## src/rtl/processer_consts.svh

```systemverilog
// Shared constants for the system-management block
// Widths are fixed by the register map and are not meant to be overridden
// Only addresses 0 to 2 are mapped; all others read 0 and ignore writes
`ifndef PROCESSER_CONSTS_SVH
`define PROCESSER_CONSTS_SVH

//------------------------------
// USI bus widths
//------------------------------
`define USI_ADDR_W      4
`define USI_DATA_W      32

//------------------------------
// Register addresses
//------------------------------
`define ADDR_GPIO       4'd0
`define ADDR_PWM        4'd1
`define ADDR_ID         4'd2

// Fixed word returned by an ID read
`define PROCESSER_ID    32'h5053_4d31

//------------------------------
// Register reset values
//------------------------------
`define GPIO_RST_VAL    32'h0000_0000
`define PWM_RST_VAL     32'h0000_0000

`endif
```

## src/rtl/PeriphRegPkg.sv

```systemverilog
// Register layouts of the GPIO and PWM blocks
// Both layouts are exactly one 32-bit bus word
// Reserved bits are stored and read back but drive nothing

package PeriphRegPkg;

    //------------------------------
    // GPIO register, address 0
    //------------------------------
    // First member is the MSB end of the word
    typedef struct packed {
        logic [15:0] reserved;
        logic [11:0] blinkDiv;  // Half blink period minus one
        logic        blinkEn;
        logic        ledClk;    // Level used when blinkEn is clear
        logic [1:0]  ledEdge;
    } gpioReg_t;

    //------------------------------
    // PWM register, address 1
    //------------------------------
    typedef struct packed {
        logic [14:0] reserved;
        logic [7:0]  period;    // Period length minus one
        logic [7:0]  duty;      // High cycles per period
        logic        enable;
    } pwmReg_t;

    //------------------------------
    // One bus word, two readings
    //------------------------------
    // Address decides which member is meaningful
    typedef union packed {
        gpioReg_t gpio;
        pwmReg_t  pwm;
    } periphWord_u;

endpackage

```

## src/rtl/UsiBusPkg.sv

```systemverilog
// Bus-side types of the USI register bus
// Address and data widths come from the shared constants header
// regSel_e is the decoded target of one address, selNone for unmapped
`include "processer_consts.svh"

package UsiBusPkg;

    //------------------------------
    // Raw bus words
    //------------------------------
    // Register address, one word per address
    typedef logic [`USI_ADDR_W-1:0] usiAddr_t;

    // Raw data word as seen on the bus pins
    typedef logic [`USI_DATA_W-1:0] usiData_t;

    //------------------------------
    // Decoded register target
    //------------------------------
    // selNone covers every unmapped address
    typedef enum logic [1:0] {
        selGpio,
        selPwm,
        selId,
        selNone
    } regSel_e;

endpackage

```

## src/rtl/Processer.sv

```systemverilog
// System-management top level of the display board
// One clock domain, sysClk, with synchronous active-high rst
// Host drives the USI register bus directly, no handshake or back-pressure
// Register map: 0 GPIO, 1 PWM, 2 ID, the rest unmapped
`timescale 1ns/1ps

module Processer (
    input  logic                sysClk,
    input  logic                rst,
    // USI bus
    input  logic                busWrite,
    input  logic                busRead,
    input  UsiBusPkg::usiAddr_t busAddr,
    input  UsiBusPkg::usiData_t busWdata,
    output UsiBusPkg::usiData_t busRdata,
    output logic                busRvalid,
    // Board pins
    output logic [1:0]          ledEdge,
    output logic                ledClk,
    output logic                backLightControl
);

    logic                      gpioWe;
    logic                      pwmWe;
    PeriphRegPkg::periphWord_u wdata;
    PeriphRegPkg::periphWord_u gpioRegRd;
    PeriphRegPkg::periphWord_u pwmRegRd;
    logic                      pwmOut;

    //------------------------------
    // USI bus
    //------------------------------
    UsiBusDecoder busDec0 (
        .sysClk    (sysClk),
        .rst       (rst),
        .busWrite  (busWrite),
        .busRead   (busRead),
        .busAddr   (busAddr),
        .busWdata  (busWdata),
        .gpioRegRd (gpioRegRd),
        .pwmRegRd  (pwmRegRd),
        .gpioWe    (gpioWe),
        .pwmWe     (pwmWe),
        .wdata     (wdata),
        .busRdata  (busRdata),
        .busRvalid (busRvalid)
    );

    //------------------------------
    // LED block
    //------------------------------
    GpioBlock gpio0 (
        .sysClk  (sysClk),
        .rst     (rst),
        .we      (gpioWe),
        .wdata   (wdata),
        .regRd   (gpioRegRd),
        .ledEdge (ledEdge),
        .ledClk  (ledClk)
    );

    //------------------------------
    // PWM backlight
    //------------------------------
    PwmBlock pwm0 (
        .sysClk (sysClk),
        .rst    (rst),
        .we     (pwmWe),
        .wdata  (wdata),
        .regRd  (pwmRegRd),
        .pwmOut (pwmOut)
    );

    assign backLightControl = pwmOut;

endmodule

```

## src/rtl/PwmBlock.sv

```systemverilog
// Backlight PWM with a period counter and shadowed duty and period
// Each period lasts period+1 cycles and starts high for min(duty, period+1)
// New duty and period take effect at the next period boundary
// Enable acts at once and forces the output low
`timescale 1ns/1ps
`include "processer_consts.svh"

module PwmBlock (
    input  logic                      sysClk,
    input  logic                      rst,
    input  logic                      we,
    input  PeriphRegPkg::periphWord_u wdata,
    output PeriphRegPkg::periphWord_u regRd,
    output logic                      pwmOut
);

    PeriphRegPkg::periphWord_u regQ;
    logic [7:0]                shDuty;
    logic [7:0]                shPeriod;
    logic [7:0]                cnt;
    logic                      wrap;

    //------------------------------
    // Host register
    //------------------------------
    always_ff @(posedge sysClk) begin
        if (rst) begin
            regQ <= `PWM_RST_VAL;
        end else if (we) begin
            regQ <= wdata;
        end
    end

    // Host sees what it wrote, not the shadow
    assign regRd = regQ;

    //------------------------------
    // Period counter
    //------------------------------
    // Last cycle of the current period
    assign wrap = (cnt == shPeriod);

    always_ff @(posedge sysClk) begin
        if (rst) begin
            cnt <= '0;
        end else if (wrap) begin
            cnt <= '0;
        end else begin
            cnt <= cnt + 8'd1;
        end
    end

    //------------------------------
    // Shadow copy
    //------------------------------
    // Loaded only at the boundary so no period is cut short
    always_ff @(posedge sysClk) begin
        if (rst) begin
            shDuty   <= '0;
            shPeriod <= '0;
        end else if (wrap) begin
            shDuty   <= regQ.pwm.duty;
            shPeriod <= regQ.pwm.period;
        end
    end

    //------------------------------
    // Output
    //------------------------------
    // Duty above period keeps it high the whole period
    assign pwmOut = regQ.pwm.enable && (cnt < shDuty);

endmodule

```

## src/rtl/GpioBlock.sv

```systemverilog
// LED GPIO register and blink clock
// ledEdge and level-mode ledClk follow the register at the write edge
// Blink mode toggles ledClk every blinkDiv+1 cycles
// A write restarts the blink counter and reloads the ledClk level
`timescale 1ns/1ps
`include "processer_consts.svh"

module GpioBlock (
    input  logic                      sysClk,
    input  logic                      rst,
    input  logic                      we,
    input  PeriphRegPkg::periphWord_u wdata,
    output PeriphRegPkg::periphWord_u regRd,
    output logic [1:0]                ledEdge,
    output logic                      ledClk
);

    PeriphRegPkg::periphWord_u regQ;
    logic [11:0]               blinkCnt;
    logic                      blinkQ;

    //------------------------------
    // Host register
    //------------------------------
    always_ff @(posedge sysClk) begin
        if (rst) begin
            regQ <= `GPIO_RST_VAL;
        end else if (we) begin
            regQ <= wdata;
        end
    end

    // Whole word reads back, reserved bits included
    assign regRd = regQ;

    //------------------------------
    // Blink divider
    //------------------------------
    // Down-counter, toggle on underflow then reload
    always_ff @(posedge sysClk) begin
        if (rst) begin
            blinkCnt <= '0;
            blinkQ   <= 1'b0;
        end else if (we) begin
            // Start from the new divider and level
            blinkCnt <= wdata.gpio.blinkDiv;
            blinkQ   <= wdata.gpio.ledClk;
        end else if (regQ.gpio.blinkEn) begin
            if (blinkCnt == '0) begin
                blinkCnt <= regQ.gpio.blinkDiv;
                blinkQ   <= ~blinkQ;
            end else begin
                blinkCnt <= blinkCnt - 12'd1;
            end
        end
    end

    //------------------------------
    // LED pins
    //------------------------------
    assign ledEdge = regQ.gpio.ledEdge;
    // Level mode uses the stored bit directly
    assign ledClk  = regQ.gpio.blinkEn ? blinkQ : regQ.gpio.ledClk;

endmodule

```

## src/rtl/UsiBusDecoder.sv

```systemverilog
// USI bus address decoder and read response register
// Strobes are single-cycle; busWrite and busRead are never high together
// Read data is registered and shows with busRvalid one cycle after busRead
// Unmapped addresses read 0 and their writes are dropped
`timescale 1ns/1ps
`include "processer_consts.svh"

module UsiBusDecoder (
    input  logic                      sysClk,
    input  logic                      rst,
    input  logic                      busWrite,
    input  logic                      busRead,
    input  UsiBusPkg::usiAddr_t       busAddr,
    input  UsiBusPkg::usiData_t       busWdata,
    input  PeriphRegPkg::periphWord_u gpioRegRd,
    input  PeriphRegPkg::periphWord_u pwmRegRd,
    output logic                      gpioWe,
    output logic                      pwmWe,
    output PeriphRegPkg::periphWord_u wdata,
    output UsiBusPkg::usiData_t       busRdata,
    output logic                      busRvalid
);

    UsiBusPkg::regSel_e  sel;
    UsiBusPkg::usiData_t rdMux;

    //------------------------------
    // Address decode
    //------------------------------
    // Only place in the design where the address is looked at
    always_comb begin
        case (busAddr)
            `ADDR_GPIO: sel = UsiBusPkg::selGpio;
            `ADDR_PWM:  sel = UsiBusPkg::selPwm;
            `ADDR_ID:   sel = UsiBusPkg::selId;
            default:    sel = UsiBusPkg::selNone;
        endcase
    end

    //------------------------------
    // Write path
    //------------------------------
    // One enable per block, shared data word
    assign gpioWe = busWrite && (sel == UsiBusPkg::selGpio);
    assign pwmWe  = busWrite && (sel == UsiBusPkg::selPwm);
    assign wdata  = busWdata;

    //------------------------------
    // Read path
    //------------------------------
    // ID is read-only, selNone gives zero
    always_comb begin
        case (sel)
            UsiBusPkg::selGpio: rdMux = gpioRegRd;
            UsiBusPkg::selPwm:  rdMux = pwmRegRd;
            UsiBusPkg::selId:   rdMux = `PROCESSER_ID;
            default:            rdMux = '0;
        endcase
    end

    // Valid is a one-cycle pulse, data holds until the next read
    always_ff @(posedge sysClk) begin
        if (rst) begin
            busRvalid <= 1'b0;
            busRdata  <= '0;
        end else begin
            busRvalid <= busRead;
            if (busRead) begin
                busRdata <= rdMux;
            end
        end
    end

endmodule

```

## config.mk

```make
export PLATFORM = sky130hd
export DESIGN_NAME = Processer
export DESIGN_NICKNAME = d
export VERILOG_FILES = /design/src/rtl/PeriphRegPkg.sv /design/src/rtl/UsiBusPkg.sv /design/src/rtl/Processer.sv /design/src/rtl/PwmBlock.sv /design/src/rtl/GpioBlock.sv /design/src/rtl/UsiBusDecoder.sv
export VERILOG_INCLUDE_DIRS = /design/src /design/src/rtl
export SDC_FILE = /design/constraint.sdc
export NUM_CORES = 1
export LEC_CHECK = 0
export BUFFER_PORTS_ARGS = -buffer_cell sky130_fd_sc_hd__buf_2
export CAP_MARGIN = 20
export CORE_MARGIN = 2
export CORE_UTILIZATION = 45
export DETAILED_ROUTE_END_ITERATION = 6
export PLACE_DENSITY = 0.71
export SYNTH_ARGS = -nofsm -noshare
export SYNTH_HDL_FRONTEND = slang
export SYNTH_SLANG_ARGS = --single-unit
```

## constraint.sdc

```tcl
create_clock -name sysClk -period 2.6 [get_ports sysClk]
set_input_delay 0 -clock sysClk [delete_from_list [all_inputs] [get_ports sysClk]]
set_output_delay 0 -clock sysClk [all_outputs]
set_load 0.02 [all_outputs]
```

---- Word level (Yosys, flattened, before mapping) ----
Cells that the tools add are included.
operators by class
  $lt $le $gt $ge ......................... 1
  bitwise gates (word level) .............. 1
  add/subtract/negate cells ............... 2
  reduce and logical (&&, ||, !) cells .... 10
  equal/unequal tests ..................... 5
  multiplexer cells ....................... 9
operators with widths
  kind                   count
  $pmux 32 s3            1
  $mux 12                3
  $logic_not 12->1       1
  $sub 12x1->12 const B  1
  $add 8x1->8 const B    1
  $eq 8x8->1             1
  $lt 8x8->1             1
  $pmux 2 s3             1
  $eq 4x1->1 const B     1
  $eq 4x2->1 const B     1
  $logic_not 4->1        1
  $mux 1                 4
  $reduce_bool 2->1      2
  $logic_and 1x1->1      3
  $eq 2x1->1 const B     1
  $eq 2x2->1 const B     1
  $logic_not 2->1        1
  $reduce_and 2->1       1
  $reduce_or 2->1        1
  $not 1->1              1
word-level totals
  bits of input ports ..................... 40
  bits in registers ....................... 134
  word-level logic and storage cells ...... 37

---- Logic depth before layout (Yosys ltp) ----
  depth after elaboration ................. 6
  gate-level depth with buffers ........... 8

---- Modules after synthesis ----
A second synthesis with hierarchy kept.
unflattened totals
  cells, all modules ...................... 680
  area, all modules ....................... 6337.3 µm²
modules (own cells, without submodules)
  module         sequential area each (µm²)  area each (µm²)  times used  cells an instance
  PwmBlock       1121.1                      2427.3           1           238
  GpioBlock      900.9                       2039.5           1           225
  UsiBusDecoder  660.6                       1870.5           1           217

---- Worst setup path after synthesis ----
No wires, ideal clock.
  path kind ............................... reg2reg
  from .................................... register gpio0.blinkCnt[0]
  to ...................................... register gpio0.blinkCnt[8]
  stages on the path, launching flop included .. 8
  required time ........................... 2514 ps
  slack ................................... 738 ps
  setup time .............................. 86 ps
  clock period less this slack ............ 1862 ps
  arrival time ............................ 1777 ps
  cells stage by stage .................... dfxtp_1 -> inv_1 -> ha_1 -> or4b_1 -> nor4_1 -> xor2_1 -> mux2i_1 -> a211oi_1
between the ends
  word-level cells in the longest chain between the ends .. 4
  elaborated cells on any way between the ends .. 5
  classes of those cells .................. add/sub (1); mux (3); reduce/logical (1)
RTL lines
  item                                               RTL line                          source
  start: declaration                                 GpioBlock.sv:19                   logic [11:0] blinkCnt;
  start signal: assignment                           GpioBlock.sv:46                   blinkCnt <= wdata.gpio.blinkDiv;
  start signal: assignment                           GpioBlock.sv:50                   blinkCnt <= regQ.gpio.blinkDiv;
  start signal: assignment                           GpioBlock.sv:53                   blinkCnt <= blinkCnt - 12'd1;
  $sub 12x1->12 or $logic_not 12->1 (tied branches)  GpioBlock.sv:53, GpioBlock.sv:49
  $mux 12 (*)                                        GpioBlock.sv:49                   if (blinkCnt == '0) begin
  $mux 12 (*)                                        GpioBlock.sv:48                   end else if (regQ.gpio.blinkEn) begin
  $mux 12 (*)                                        GpioBlock.sv:44                   end else if (we) begin
Every way passes the cells marked *; elsewhere a longest branch is shown, timed or not. The select of a mux whose other input is x is not followed.
A chain may end at the register's enable or synchronous reset.

---- Worst setup path in the final report ----
  from .................................... register gpio0.blinkCnt[5]
  to ...................................... register gpio0.blinkCnt[4]
between the ends
  word-level cells in the longest chain between the ends .. 4
RTL lines
  item              RTL line
  $logic_not 12->1  GpioBlock.sv:49
  $mux 12           GpioBlock.sv:49
  $mux 12           GpioBlock.sv:48
  $mux 12           GpioBlock.sv:44
Every way passes these cells. The select of a mux whose other input is x is not followed.

==> impl_results.md <==
* Status: complete, no violations
* DRC violations left at 0
* WS Path Type: reg2reg
* RSZ-0062 raised after global routing: false
* Fill count at about 1100
* Syn Nets at 765
* Least-Margin Pin Slew at between 1 and 1.5 ns
* Root Buffer: clkbuf_16
* Top cell type by total area after synthesis: dfxtp_1
* Clock Latency Late Sink at 0.42 ns
* Hold Crit Class: in2reg
* DRT Pass-1 Iters at 5
* Iteration-0 DRC Markers at 466
* Top-count cell post-synth: nand2_1
* Synth top area share at 47.10%
* Antenna violations before repair at 0
* Commonest cells post-synth: 151 x nand2_1, 134 x dfxtp_1, 114 x a21oi_1
* Grt ovf at 0
* Kind of start point of the critical path: register
* Post-CTS setup buffer count at 0
* Number of global-route vias before repair at 5196
* Cts repair resizes at 0
* Post-route setup TNS at 0 ns
* Max_cap viols at 0
* R2R Setup Slk at ~0.48 ns
* Syn Std Cell Area at 5695 sq um
* Die Wd at 116.5 um
* Final worst slack at 0.4831 ns
* Post-synthesis cell type count at 48
* WL met1 at 6891 um
* Detailed-placement wirelength estimate at 10610 um
* Diode count at 0
* Syn Inst Count at 715
* Ports at 77
* Critical Path End Type: register
* Avg Synthesized Cell Area at 7.966 sq um
* Largest net degree at the start of global routing at 56
* Max H-tree Level at 4
* Highest metal used: met4
* Post-synth EDFFs at 0
* Pwr Density at 678.6 nW/um^2
* Final GP Congestion at 0.8573
* Layout area overhead at 25.55%
* WL/cell at 15.77 um
* I/O Buffers at 76
* Synth Warn # at 0
* Global-route usage over all layers at 24.00%
* Final period utilization at 81.42%
* Die Ht at 116.5 um
* Worst Skew at 0.005309 ns
* Final nets at 860
* Vias at roughly 5400
* DR vias/cell at between 5 and 6
* Critical path arrival at 2.45 ns
* Clock-pin slew on the worst setup and hold paths at 0.05 ns
* # rows at between 40 and 50
* Layout cells sized above 1 at 15.71%
* Setup violations, final at 0
* Final WL at around 16000 um
* Starting density of the core at between 40 and 50%
* Main synth FF type: dfxtp_1
* Asr flop ratio synth at 0%
* Clock sinks at 134
* Crit path max fanout at 11
* CTS tree: yes
* Pins Over Slew Limit at 0
* Leakage Power at approximately 2.7 nW
* Num CTS Buffers at 17
* First-pass GRT wire length at 25430 um
* Top cells by area, synth: dfxtp_1 47%, a21oi_1 10%, nand2_1 10%
* Yosys reg bits at 134
* Relative slew slack at 30.48%
* Sequential area share after synthesis at a little under half
* Post-place setup slack at 0.5569 ns
* Antenna Violating Nets Remaining at 0
* Worst vdd ir at 429.8 uV
* Core ar. at 12470 sq um
* Max Clk Rate at 0.4724 GHz
* Final hold violation count at 0
* Clock tree buffer depth at 2
* Metal2 WL at 7373 um
* WP data required at 2.93 ns
* Routed wl met3 at 1094 um
* Final Util at 57.36%
* Minimum clock period after layout at 2.117 ns
* Die Area at 13570 sq um
==> registers in the layout, indices dropped and copies added, names as in the netlist <==
name	flops
gpio0.blinkQ	1
pwm0.regRd	32
pwm0.cnt	8
busDec0.busRdata	32
gpio0.blinkCnt	12
gpio0.regRd	32
busDec0.busRvalid	1
pwm0.shPeriod	8
pwm0.shDuty	8
==> path summary, 6_finish.rpt <==
| kind | cells after the start | from | to |
|---|---|---|---|
| worst min-delay path | 4 | busWrite | gpio0.blinkCnt[6] |
| worst min register to register | 2 | gpio0.regRd[16] | gpio0.regRd[16] |
| worst max register to register | 5 | gpio0.blinkCnt[5] | gpio0.blinkCnt[4] |
| worst max-delay path | 5 | gpio0.blinkCnt[5] | gpio0.blinkCnt[4] |
==> timing repair <==
| item | 4_1_cts | 5_1_grt |
|---|---|---|
| endpoints found under the hold margin | 83 | 0 |
| hold buffers | 34 | 0 |
| setup endpoints to repair | 0 | 0 |
==> through the flow <==
| stage | instances | total power [W] | hold WS [ns] | area, sq um |
|---|---|---|---|---|
| after global placement | 929 | 0.002530 | 0.2545 | 6237 |
| after CTS | 993 | 0.004875 | 0.1144 | 7151 |
| after global routing | 993 | 0.005012 | 0.1844 | 7151 |
| after detailed placement | 929 | 0.002537 | 0.2610 | 6237 |
| final | 993 | 0.004852 | 0.1396 | 7151 |
| after floorplan | 715 | 0.002416 | 0.1360 | 5695 |
==> metal layers <==
layer / track usage, % / vias up
li1: - / 2625
met1: 31.71 / 2539
met2: 38.53 / 229
met3: 5.345 / 32
met4: 9.048 / 0
met5: 0 / -
==> kinds of logic (layout without fill, tap and decap cells) <==
family	after synthesis	after routing	synth area share, %
buf+inv	62	168	4.481
xor+xnor	19	19	2.922
mux	20	20	3.559
flops	134	134	47.10
simple gates	282	282	20.87
fa+ha+maj	10	10	2.197
compound gates	188	188	18.87
==> area by class of cell <==
| cell class | count | area, sq um | share of cell area [%] |
|---|---|---|---|
| multi-input combinational | 519 | 2766 | 38.69 |
| sequential | 134 | 2683 | 37.52 |
| timing repair buffer | 126 | 868.3 | 12.14 |
| clock buffer | 21 | 470.5 | 6.579 |
| tap | 172 | 215.2 | 3.010 |
| clock inverter | 9 | 102.6 | 1.435 |
| inverter | 12 | 45.04 | 0.6299 |
==> worst max-delay path: stages, from the launching register on <==
cell and delay (ns):
dfxtp_1 0.37, nor4_2 0.54, nand4_1 0.56, a21oi_1 0.29
a221oi_1 0.07, a211oi_1 0.20
==> power by group <==
part           total [W]  internal (W)  switching, W
combinational   0.000428      0.000175      0.000252
sequential       0.00211       0.00208     0.0000299
clock            0.00231       0.00147      0.000846
==> cells in the final DEF (no fill, tap or decap), drive strengths merged, types with 6 or more instances in the layout <==
master,Yosys,routed
nand3,11,11
ha,10,10
a21oi,115,115
a211oi,6,6
dfxtp,134,134
nor2,90,90
inv,12,12
o21ai,23,23
mux2i,18,18
a22oi,24,24
buf,16,92
clkbuf,34,21
nand2,151,151
xor2,8,8
dlygate4sd3,0,34
xnor2,11,11
Note: power is estimated with default switching activity, not from simulation.
